===== src/design/lc3b_pkg.sv =====
package lc3b_pkg;

    // --------------------------------------------------
    // Basic word types
    // --------------------------------------------------

    typedef logic [15:0] lc3b_word;     // Data and address word
    typedef logic [2:0]  lc3b_reg;      // Register index R0 to R7
    typedef logic [3:0]  lc3b_opcode;   // Instruction bits 15:12

    // --------------------------------------------------
    // Opcodes handled by the core
    // --------------------------------------------------

    localparam lc3b_opcode OP_ADD = 4'b0001;
    localparam lc3b_opcode OP_AND = 4'b0101;
    localparam lc3b_opcode OP_NOT = 4'b1001;
    localparam lc3b_opcode OP_SHF = 4'b1101;
    localparam lc3b_opcode OP_LEA = 4'b1110;

    // --------------------------------------------------
    // ALU operations
    // --------------------------------------------------

    typedef enum logic [2:0]
    {
        ALU_ADD   = 3'd0,
        ALU_AND   = 3'd1,
        ALU_NOT   = 3'd2,
        ALU_LSHF  = 3'd3,
        ALU_RSHFL = 3'd4,
        ALU_RSHFA = 3'd5,
        ALU_PCREL = 3'd6                // PC plus 2 plus offset9 for LEA
    } lc3b_aluop;

    // --------------------------------------------------
    // Control word carried down the pipe
    // --------------------------------------------------

    // An all-zero word is a bubble since reg_write and set_cc are both low
    typedef struct packed
    {
        lc3b_aluop aluop;
        logic      use_imm;             // Operand B comes from imm5 or imm4
        logic      reg_write;           // Result goes to the register file
        logic      set_cc;              // Result updates N/Z/P
    } lc3b_ctrl;

    // --------------------------------------------------
    // Reset state
    // --------------------------------------------------

    localparam lc3b_word RESET_PC = 16'h0000;

endpackage : lc3b_pkg

===== src/design/lc3b_core.sv =====
`timescale 1ns/1ps

module lc3b_core
(
    input  logic               clk,
    input  logic               rst_n,
    output logic               imem_req,
    output lc3b_pkg::lc3b_word imem_addr,
    input  logic               imem_ack,
    input  lc3b_pkg::lc3b_word imem_data,
    output logic               wb_valid,
    output lc3b_pkg::lc3b_reg  wb_reg,
    output lc3b_pkg::lc3b_word wb_data,
    output logic [2:0]         wb_cc
);

    import lc3b_pkg::*;

    // --------------------------------------------------
    // Stage to stage wires
    // --------------------------------------------------

    logic     instr_valid;
    lc3b_word instr;
    lc3b_word instr_pc;

    logic     id_valid;
    lc3b_word id_pc;
    lc3b_reg  dest;
    lc3b_reg  src1;
    lc3b_reg  src2;
    lc3b_word imm5;
    lc3b_word imm4;
    lc3b_word offset9;
    lc3b_ctrl ctrl;

    lc3b_reg  rd_a;
    lc3b_reg  rd_b;
    lc3b_word rd_a_data;
    lc3b_word rd_b_data;

    logic     ex_valid;
    lc3b_reg  ex_dest;
    lc3b_word ex_result;
    lc3b_ctrl ex_ctrl;

    logic     wr_en;
    lc3b_reg  wr_reg;
    lc3b_word wr_data;

    // --------------------------------------------------
    // Stages
    // --------------------------------------------------

    lc3b_fetch fetch0 (.clk(clk), .rst_n(rst_n), .imem_ack(imem_ack), .imem_data(imem_data),
        .imem_req(imem_req), .imem_addr(imem_addr), .instr_valid(instr_valid),
        .instr(instr), .instr_pc(instr_pc));

    lc3b_decode decode0 (.clk(clk), .rst_n(rst_n), .instr_valid(instr_valid), .instr(instr),
        .instr_pc(instr_pc), .id_valid(id_valid), .id_pc(id_pc), .dest(dest), .src1(src1),
        .src2(src2), .imm5(imm5), .imm4(imm4), .offset9(offset9), .ctrl(ctrl));

    lc3b_regfile regfile0 (.clk(clk), .rst_n(rst_n), .rd_a(rd_a), .rd_b(rd_b),
        .wr_en(wr_en), .wr_reg(wr_reg), .wr_data(wr_data),
        .rd_a_data(rd_a_data), .rd_b_data(rd_b_data));

    lc3b_execute execute0 (.clk(clk), .rst_n(rst_n), .id_valid(id_valid), .id_pc(id_pc),
        .dest(dest), .src1(src1), .src2(src2), .imm5(imm5), .imm4(imm4), .offset9(offset9),
        .ctrl(ctrl), .rd_a_data(rd_a_data), .rd_b_data(rd_b_data), .rd_a(rd_a), .rd_b(rd_b),
        .ex_valid(ex_valid), .ex_dest(ex_dest), .ex_result(ex_result), .ex_ctrl(ex_ctrl));

    lc3b_result result0 (.clk(clk), .rst_n(rst_n), .ex_valid(ex_valid), .ex_dest(ex_dest),
        .ex_result(ex_result), .ex_ctrl(ex_ctrl), .wr_en(wr_en), .wr_reg(wr_reg),
        .wr_data(wr_data), .wb_valid(wb_valid), .wb_reg(wb_reg), .wb_data(wb_data),
        .wb_cc(wb_cc));

endmodule : lc3b_core


===== src/design/lc3b_result.sv =====
`timescale 1ns/1ps

module lc3b_result
(
    input  logic               clk,
    input  logic               rst_n,
    input  logic               ex_valid,
    input  lc3b_pkg::lc3b_reg  ex_dest,
    input  lc3b_pkg::lc3b_word ex_result,
    input  lc3b_pkg::lc3b_ctrl ex_ctrl,
    output logic               wr_en,
    output lc3b_pkg::lc3b_reg  wr_reg,
    output lc3b_pkg::lc3b_word wr_data,
    output logic               wb_valid,
    output lc3b_pkg::lc3b_reg  wb_reg,
    output lc3b_pkg::lc3b_word wb_data,
    output logic [2:0]         wb_cc
);

    logic [2:0] cc_next;

    // The register file write lands on the same edge that raises wb_valid
    assign wr_en   = ex_valid & ex_ctrl.reg_write;
    assign wr_reg  = ex_dest;
    assign wr_data = ex_result;

    always_comb
    begin
        if (ex_result[15])
            cc_next = 3'b100;               // N
        else if (ex_result == 16'h0000)
            cc_next = 3'b010;               // Z
        else
            cc_next = 3'b001;               // P
    end

    always_ff @(posedge clk)
    begin
        if (!rst_n)
        begin
            wb_valid <= 1'b0;
            wb_cc    <= 3'b010;
        end
        else
        begin
            wb_valid <= wr_en;
            if (ex_valid && ex_ctrl.set_cc)
                wb_cc <= cc_next;
        end
    end

    always_ff @(posedge clk)
    begin
        if (wr_en)
        begin
            wb_reg  <= ex_dest;
            wb_data <= ex_result;
        end
    end

endmodule : lc3b_result


===== src/design/lc3b_execute.sv =====
`timescale 1ns/1ps

module lc3b_execute
(
    input  logic               clk,
    input  logic               rst_n,
    input  logic               id_valid,
    input  lc3b_pkg::lc3b_word id_pc,
    input  lc3b_pkg::lc3b_reg  dest,
    input  lc3b_pkg::lc3b_reg  src1,
    input  lc3b_pkg::lc3b_reg  src2,
    input  lc3b_pkg::lc3b_word imm5,
    input  lc3b_pkg::lc3b_word imm4,
    input  lc3b_pkg::lc3b_word offset9,
    input  lc3b_pkg::lc3b_ctrl ctrl,
    input  lc3b_pkg::lc3b_word rd_a_data,
    input  lc3b_pkg::lc3b_word rd_b_data,
    output lc3b_pkg::lc3b_reg  rd_a,
    output lc3b_pkg::lc3b_reg  rd_b,
    output logic               ex_valid,
    output lc3b_pkg::lc3b_reg  ex_dest,
    output lc3b_pkg::lc3b_word ex_result,
    output lc3b_pkg::lc3b_ctrl ex_ctrl
);

    import lc3b_pkg::*;

    lc3b_word opb;
    lc3b_word alu_out;

    assign rd_a = src1;
    assign rd_b = src2;

    // --------------------------------------------------
    // Operand select and ALU
    // --------------------------------------------------

    always_comb
    begin
        if (!ctrl.use_imm)
            opb = rd_b_data;
        else if (ctrl.aluop inside {ALU_LSHF, ALU_RSHFL, ALU_RSHFA})
            opb = imm4;                     // Shift amount
        else
            opb = imm5;
    end

    always_comb
    begin
        case (ctrl.aluop)
            ALU_ADD:   alu_out = rd_a_data + opb;
            ALU_AND:   alu_out = rd_a_data & opb;
            ALU_NOT:   alu_out = ~rd_a_data;
            ALU_LSHF:  alu_out = rd_a_data << opb[3:0];
            ALU_RSHFL: alu_out = rd_a_data >> opb[3:0];
            ALU_RSHFA: alu_out = lc3b_word'($signed(rd_a_data) >>> opb[3:0]);
            ALU_PCREL: alu_out = id_pc + 16'd2 + offset9;
            default:   alu_out = '0;
        endcase
    end

    always_ff @(posedge clk)
    begin
        if (!rst_n)
        begin
            ex_valid <= 1'b0;
            ex_ctrl  <= '0;
        end
        else
        begin
            ex_valid <= id_valid;
            if (id_valid)
                ex_ctrl <= ctrl;
        end
    end

    always_ff @(posedge clk)
    begin
        if (id_valid)
        begin
            ex_dest   <= dest;
            ex_result <= alu_out;
        end
    end

endmodule : lc3b_execute


===== src/design/lc3b_regfile.sv =====
`timescale 1ns/1ps

module lc3b_regfile
(
    input  logic               clk,
    input  logic               rst_n,
    input  lc3b_pkg::lc3b_reg  rd_a,
    input  lc3b_pkg::lc3b_reg  rd_b,
    input  logic               wr_en,
    input  lc3b_pkg::lc3b_reg  wr_reg,
    input  lc3b_pkg::lc3b_word wr_data,
    output lc3b_pkg::lc3b_word rd_a_data,
    output lc3b_pkg::lc3b_word rd_b_data
);

    import lc3b_pkg::*;

    lc3b_word regs [8];

    // Reads are asynchronous so execute sees operands in its own cycle
    assign rd_a_data = regs[rd_a];
    assign rd_b_data = regs[rd_b];

    always_ff @(posedge clk)
    begin
        if (!rst_n)
        begin
            for (int i = 0; i < 8; i++)
                regs[i] <= '0;
        end
        else if (wr_en)
        begin
            regs[wr_reg] <= wr_data;
        end
    end

endmodule : lc3b_regfile


===== src/design/lc3b_decode.sv =====
`timescale 1ns/1ps

module lc3b_decode
(
    input  logic               clk,
    input  logic               rst_n,
    input  logic               instr_valid,
    input  lc3b_pkg::lc3b_word instr,
    input  lc3b_pkg::lc3b_word instr_pc,
    output logic               id_valid,
    output lc3b_pkg::lc3b_word id_pc,
    output lc3b_pkg::lc3b_reg  dest,
    output lc3b_pkg::lc3b_reg  src1,
    output lc3b_pkg::lc3b_reg  src2,
    output lc3b_pkg::lc3b_word imm5,
    output lc3b_pkg::lc3b_word imm4,
    output lc3b_pkg::lc3b_word offset9,
    output lc3b_pkg::lc3b_ctrl ctrl
);

    import lc3b_pkg::*;

    lc3b_opcode opcode;
    lc3b_ctrl   ctrl_next;

    assign opcode = instr[15:12];

    // --------------------------------------------------
    // Control word generation
    // --------------------------------------------------

    always_comb
    begin
        ctrl_next = '0;
        if (instr != 16'h0000)              // The all-zero word stays a bubble
        begin
            case (opcode)
                OP_ADD, OP_AND:
                begin
                    ctrl_next.aluop     = (opcode == OP_ADD) ? ALU_ADD : ALU_AND;
                    ctrl_next.use_imm   = instr[5];
                    ctrl_next.reg_write = 1'b1;
                    ctrl_next.set_cc    = 1'b1;
                end
                OP_NOT:
                begin
                    ctrl_next.aluop     = ALU_NOT;
                    ctrl_next.reg_write = 1'b1;
                    ctrl_next.set_cc    = 1'b1;
                end
                OP_SHF:
                begin
                    // Bit 4 picks a right shift and bit 5 makes it arithmetic
                    case (instr[5:4])
                        2'b01:   ctrl_next.aluop = ALU_RSHFL;
                        2'b11:   ctrl_next.aluop = ALU_RSHFA;
                        default: ctrl_next.aluop = ALU_LSHF;
                    endcase
                    ctrl_next.use_imm   = 1'b1;
                    ctrl_next.reg_write = 1'b1;
                    ctrl_next.set_cc    = 1'b1;
                end
                OP_LEA:
                begin
                    ctrl_next.aluop     = ALU_PCREL;
                    ctrl_next.reg_write = 1'b1;      // LEA leaves N/Z/P alone
                end
                default:
                    ctrl_next = '0;
            endcase
        end
    end

    // --------------------------------------------------
    // IF/ID latch
    // --------------------------------------------------

    always_ff @(posedge clk)
    begin
        if (!rst_n)
        begin
            id_valid <= 1'b0;
            ctrl     <= '0;
        end
        else
        begin
            id_valid <= instr_valid;
            if (instr_valid)
                ctrl <= ctrl_next;
        end
    end

    always_ff @(posedge clk)
    begin
        if (instr_valid)
        begin
            id_pc   <= instr_pc;
            dest    <= instr[11:9];
            src1    <= instr[8:6];
            src2    <= instr[2:0];
            imm5    <= {{11{instr[4]}}, instr[4:0]};
            imm4    <= {12'h000, instr[3:0]};
            offset9 <= {{6{instr[8]}}, instr[8:0], 1'b0};
        end
    end

endmodule : lc3b_decode


===== src/design/lc3b_fetch.sv =====
`timescale 1ns/1ps

module lc3b_fetch
(
    input  logic               clk,
    input  logic               rst_n,
    input  logic               imem_ack,
    input  lc3b_pkg::lc3b_word imem_data,
    output logic               imem_req,
    output lc3b_pkg::lc3b_word imem_addr,
    output logic               instr_valid,
    output lc3b_pkg::lc3b_word instr,
    output lc3b_pkg::lc3b_word instr_pc
);

    import lc3b_pkg::*;

    typedef enum logic [1:0]
    {
        IDLE,
        WAIT_ACK,
        WAIT_RELEASE
    } fetch_state_t;

    fetch_state_t state;
    lc3b_word     pc;
    logic         sample;

    assign imem_req  = (state == WAIT_ACK);    // Request is high only while waiting for ack
    assign imem_addr = pc;                     // PC only moves on the sample edge
    assign sample    = (state == WAIT_ACK) && imem_ack;

    // --------------------------------------------------
    // Four-phase handshake FSM
    // --------------------------------------------------

    always_ff @(posedge clk)
    begin
        if (!rst_n)
        begin
            state       <= IDLE;
            pc          <= RESET_PC;
            instr_valid <= 1'b0;
        end
        else
        begin
            instr_valid <= sample;
            case (state)
                IDLE:
                    if (!imem_ack)
                        state <= WAIT_ACK;
                WAIT_ACK:
                    if (imem_ack)
                    begin
                        state <= WAIT_RELEASE;
                        pc    <= pc + 16'd2;
                    end
                WAIT_RELEASE:
                    if (!imem_ack)                 // Memory has finished phase four
                        state <= WAIT_ACK;
                default:
                    state <= IDLE;
            endcase
        end
    end

    // Instruction word and its address are captured together
    always_ff @(posedge clk)
    begin
        if (sample)
        begin
            instr    <= imem_data;
            instr_pc <= pc;
        end
    end

endmodule : lc3b_fetch


===== config.mk =====
export PLATFORM = sky130hd
export DESIGN_NAME = lc3b_core
export DESIGN_NICKNAME = d
export VERILOG_FILES = /design/src/design/lc3b_pkg.sv /design/src/design/lc3b_core.sv /design/src/design/lc3b_result.sv /design/src/design/lc3b_execute.sv /design/src/design/lc3b_regfile.sv /design/src/design/lc3b_decode.sv /design/src/design/lc3b_fetch.sv
export SDC_FILE = /design/constraint.sdc
export NUM_CORES = 1
export LEC_CHECK = 0
export BUFFER_PORTS_ARGS = -buffer_cell sky130_fd_sc_hd__buf_2
export CORE_ASPECT_RATIO = 1.5
export CORE_MARGIN = 3
export CORE_UTILIZATION = 30
export DETAILED_ROUTE_END_ITERATION = 7
export GPL_ROUTABILITY_DRIVEN = 0
export PLACE_DENSITY_LB_ADDON = 0.3
export SLEW_MARGIN = 10
export SYNTH_ARGS = -nofsm -noshare
export SYNTH_HDL_FRONTEND = slang
export SYNTH_SLANG_ARGS = --single-unit

===== constraint.sdc =====
create_clock -name clk -period 9.3 [get_ports clk]
set_input_delay 0.93 -clock clk [delete_from_list [all_inputs] [get_ports clk]]
set_output_delay 0.93 -clock clk [all_outputs]
set_load 0.02 [all_outputs]

== Yosys cells after proc, flatten, opt, wreduce, memory -nomap -nowiden ==
Memory sizes are Yosys's and may differ from the RTL's. A register that Yosys moved wholly into a read port is not among the register bits.
Index checks and enable logic that the tools add are counted.
Storage, ports and cells
  register bits: 146
  memory bits (writable): 128
  input port bits: 19
  output and inout bits: 40
  word-level logic and storage cells: 92
  memories kept: 1
Memory list
  regfile0.regs: depth 8, bits a word 16, read ports 2, clocked after Yosys merged registers in 2, write ports 8, line lc3b_regfile.sv:18  | lc3b_word regs [8];
Cells by class
  $add $sub $neg: 4
  equality and inequality tests: 17
  shift operators: 3
  multiplexer cells: 24
  bitwise operators: 3
  reductions and logical operators: 14
Operator list (number)
  16-bit case mux with 7 select lines: 1
  16-bit 2-to-1 mux: 3
  16-bit adder: 2
  16-bit by 2-bit adder with 16-bit output (second input constant): 2
  16-bit AND: 1
  16-bit logical NOT: 1
  16-bit inverter: 1
  16-bit nonzero test: 1
  16-bit OR reduction: 1
  16-bit by 4-bit left shift with 16-bit output: 1
  16-bit by 4-bit right shift with 16-bit output: 1
  16-bit by 4-bit >>> shifter with 16-bit output: 1
  4-bit == test (second input constant): 3
  3-bit 2-to-1 mux: 4
  3-bit case mux with 4 select lines: 1
  3-bit == test (second input constant): 3
  1-bit 2-to-1 mux: 8
  3-bit by 2-bit == test with 1-bit output (second input constant): 2
  2-bit 2-to-1 mux: 3
  6-bit 2-to-1 mux: 1
  3-bit case mux with 2 select lines: 1
  5-bit OR reduction: 1
  2-bit by 1-bit == test with 1-bit output (second input constant): 2
  2-bit == test (second input constant): 2
  other kinds (15): 18

== Longest topological paths before layout ==
  depth in word-level cells: 6
  mapped depth: 20
  mapped depth without buffers: 16

== By module ==
A second synthesis with hierarchy kept.
Unflattened totals
  cell total of the unflattened synthesis: 1418
  area total of the unflattened synthesis: 16387.0 um^2
Modules (own cells, without submodules)
  lc3b_regfile: times used 1, cells each 430, area each 6876.6 um^2, sequential area each 3843.7 um^2
  lc3b_execute: times used 1, cells each 704, area each 5303.8 um^2, sequential area each 710.7 um^2
  lc3b_fetch: times used 1, cells each 120, area each 1791.7 um^2, sequential area each 1291.2 um^2
  lc3b_decode: times used 1, cells each 107, area each 1506.4 um^2, sequential area each 980.9 um^2
  lc3b_result: times used 1, cells each 57, area each 908.4 um^2, sequential area each 650.6 um^2

== Least setup slack after synthesis ==
OpenSTA, ideal clock, no wires.
  kind: flip-flop to flip-flop
  start: register with a tool-made name
  end: register execute0.ex_result[14] (data pin)
  setup time: 0.263 ns
  arrival time: 3.816 ns
  data required time: 9.037 ns
  path slack: 5.221 ns
  stages on the path, launching flop included: 15
  buffers on the path: 3
  period minus slack after synthesis: 4.079 ns
  cell sequence: dfxtp_1 > buf_6 > buf_8 > buf_1 > mux4_2 > mux2i_1 > a21oi_1 > ha_1 > a21o_1 > a21o_1 > a22o_1 > a2111oi_0 > o21bai_1 > xnor2_1 > a2111o_1
RTL lines
  end signal: assignment: line lc3b_execute.sv:82  | ex_result <= alu_out;
  end: declaration: line lc3b_execute.sv:22  | output lc3b_pkg::lc3b_word ex_result,

==> impl_metrics.py <==
metrics = {
    "outcome": {
        "status": "complete, no violations",
    },
    "setup_path": {
        "cp.depth": 14,
        "cp_max_fo": 38,
        "worstPathBufferInverterCount": 2,
        "rr_worst_depth": 14,
        "crit_path_end_kind": "flop",
        "cpLargestDelayFamily": "compound AO/OA/AOI/OAI gates",
        "reg2reg_to": "execute0.ex_result[13]$_DFFE_PP_",
        "path_class": "flop to flop",
        "start_kind": "flop",
        "cpMaxStageDelayCell": "buf_4",
        "crit_end": "execute0.ex_result[13]$_DFFE_PP_",
        "required_ps": 9590,
        "critPathMaxStageDelay_ps": 570,
        "worst-endpoint-arrival_ps": 5420,
        "path_cells": "buf_4 > mux2i_1 > mux4_2 > o21a_4 > clkinv_2 > ha_1 > a211oi_1 > o21ai_0 > a31o_2 > a2111oi_0 > nor2_1 > xor2_1 > a22oi_1 > nand3_1",
        "r2r_slack_ps": 4170,
    },
    "synthesis": {
        "ys_seq_area_share_pct": 50.8,
        "ys_warn_count": 0,
        "avgSynthCellArea_sq_um": 11.7,
        "syn_inst": 1259,
        "synth-edff-count": 224,
        "syn_area_sq_mm": 0.0147,
        "synth_seq_cells": 262,
        "ys.flop_type": "edfxtp_1",
        "ys_async_sr_fraction_pct": 0,
        "synth_nets": 1325,
        "yosysUniqueCellTypes": 78,
    },
    "clock_tree": {
        "cts_made_buffers": 27,
        "ctsHtreeMaxLevel": 1,
        "hold_buffers": 0,
        "clock-sinks": 262,
        "clock_path_buffers": 3,
        "post_cts_resized": 0,
        "cts_setup_buffers": 0,
        "clock_latency_ps": 570,
        "cts_root_buffer": "clkbuf_16",
        "path_clk_slew_ps": 60,
        "cts_tree": "built",
    },
    "detailed_routing": {
        "drt-initial-drc-count": 953,
        "drcViolationCount": 0,
        "route.vias.total": 10400,
        "wl_per_cell_um": 21.4,
        "first_pass_iters": 6,
        "drt_wl_total_um": 42200,
        "drt-vias-per-instance": 5.29,
        "ant_nets": 0,
    },
    "timing": {
        "setup_viol": 0,
        "tns_ps": 0,
        "drv_slew": 0,
        "worst_clock_skew_ps": 23.7,
        "hold_viol_final": 0,
        "tightest_slew_ps": 1130,
        "min_period_ps": 5130,
        "hold_slack_ps": 418,
        "fmax_ghz": 0.195,
        "relSlewSlack_pct": 24.4,
        "rsz0062_at_grt": "false",
        "fin_crit_sh_pct": 55.2,
    },
    "pwr": {
        "power_per_cell_area_mw_per_mm2": 167,
        "p_leak_nw": 6.30,
        "ir_drop_uv": 138,
    },
    "global_routing": {
        "overflow": 0,
        "grt_pass1_wl_um": 64900,
        "first_global_vias": 10700,
        "grt_max_degree": 42,
        "antenna_found_initial": 0,
        "grt_use_total_pct": 16.0,
    },
    "place": {
        "hpwlAfterDp_um": 30400,
        "portBuffers": 57,
        "placed_cells": 1924,
    },
    "die": {
        "fp.dieW_um": 187,
        "rows": 98,
        "initial_core_util_pct": 30.6,
        "die_y_um": 278,
        "dieArea_sq_mm": 0.0519,
        "ios": 59,
        "core_area_sq_mm": 0.0482,
    },
    "final_layout": {
        "regMostFlops": "regfile0.regs",
        "seq_area_sq_mm": 0.00749,
        "drive_gt1_share_pct": 15.9,
        "multi_input_area_sq_mm": 0.00678,
        "fillCellCount": 4754,
        "diodes": 0,
        "syn_to_final_growth_pct": 13.2,
        "nets": 1369,
        "largest_register_ffs": 128,
        "finalNonFillerCells": 1974,
    },
    "min_path": {
        "worstHoldPathType": "flop to flop",
    },
    "run": {
        "cap_violations": 0,
    },
}
per-layer routing:
layer,up-vias,GRT usage (%),routed length [um]
met5,-,0,0
met4,0,6.09,1570
met3,88,1.97,2230
met2,380,29.2,21900
met1,5134,19.1,16500
li1,4844,-,-
area by class of cell:
cell class	count	share of cell area, %
Clock buffer	31	4.20
Clock inverter	19	1.50
Inverter	32	0.802
Multi-Input combinational cell	892	40.6
Sequential cell	262	44.9
Tap cell	650	4.87
Timing Repair Buffer	88	3.10
cell families after synthesis:
logic type / share of synthesized area (%)
XOR/XNOR: 1.96
flip-flops: 50.8
buffers and inverters: 3.46
AND/OR/NAND/NOR: 13.8
AO/OA/AOI/OAI: 12.1
other: 0.0254
adder cells (fa/ha/maj): 4.09
multiplexers: 13.8
layout by cell type (no fill, tap or decap), types with 24 or more instances in the layout:
| master | instances |
|---|---|
| a21oi_1 | 74 |
| a22oi_1 | 24 |
| and2_1 | 136 |
| buf_2 | 57 |
| buf_4 | 31 |
| clkbuf_16 | 27 |
| dfxtp_1 | 36 |
| edfxtp_1 | 224 |
| ha_1 | 45 |
| inv_1 | 28 |
| mux2i_1 | 96 |
| mux4_2 | 39 |
| nand2_1 | 79 |
| nor2_1 | 72 |
| o21ai_0 | 42 |
| o22ai_1 | 29 |
cell usage after synthesis, types with 12 or more instances:
cell / instances / area, sq um
xor2_1: 17 / 149
nand2b_1: 13 / 81.3
edfxtp_1: 224 / 6730
mux2i_1: 96 / 961
o22ai_1: 29 / 181
xnor2_1: 16 / 140
nand2_1: 79 / 297
buf_2: 14 / 70.1
mux2_2: 15 / 169
nor2_1: 74 / 278
nor3_1: 19 / 95.1
inv_1: 28 / 105
o21ai_0: 48 / 240
ha_1: 45 / 563
mux4_2: 39 / 878
dfxtp_1: 38 / 761
clkbuf_1: 42 / 158
a211oi_1: 12 / 90.1
and2_1: 136 / 851
a21oi_1: 74 / 370
nor2b_1: 14 / 87.6
a22oi_1: 24 / 180
where the power goes:
group          switching (mW)  internal, mW
Sequential             0.0193          1.30
Clock                   0.477         0.686
Combinational           0.189         0.116
Total                   0.685          2.10
through the flow:
step / setup WS, ps / util, % / instance area (sq um) / total power, mW
finish: 4170 / 34.6 / 16700 / 2.79
global route: 3830 / 34.6 / 16700 / 2.89
CTS: 4230 / 34.6 / 16700 / 2.81
detailed placement: 4260 / 32.7 / 15700 / 1.65
global placement: 4310 / 32.7 / 15700 / 1.64
floorplan: 5220 / - / 14700 / 1.56
worst min path at each step:
stage / from / end / slack [ps] / depth (start not counted)
floorplan: fetch0.instr_pc[10]$_DFFE_PP_ / decode0.id_pc[10]$_DFFE_PP_ / 400 / 0
global placement: fetch0.instr_pc[11]$_DFFE_PP_ / decode0.id_pc[11]$_DFFE_PP_ / 400 / 0
detailed placement: fetch0.instr_pc[5]$_DFFE_PP_ / decode0.id_pc[5]$_DFFE_PP_ / 400 / 0
CTS: fetch0.instr_pc[5]$_DFFE_PP_ / decode0.id_pc[5]$_DFFE_PP_ / 420 / 0
global route: fetch0.instr_pc[10]$_DFFE_PP_ / decode0.id_pc[10]$_DFFE_PP_ / 430 / 0
finish: fetch0.instr_pc[12]$_DFFE_PP_ / decode0.id_pc[12]$_DFFE_PP_ / 420 / 0
(Power assumes the default switching activity.)
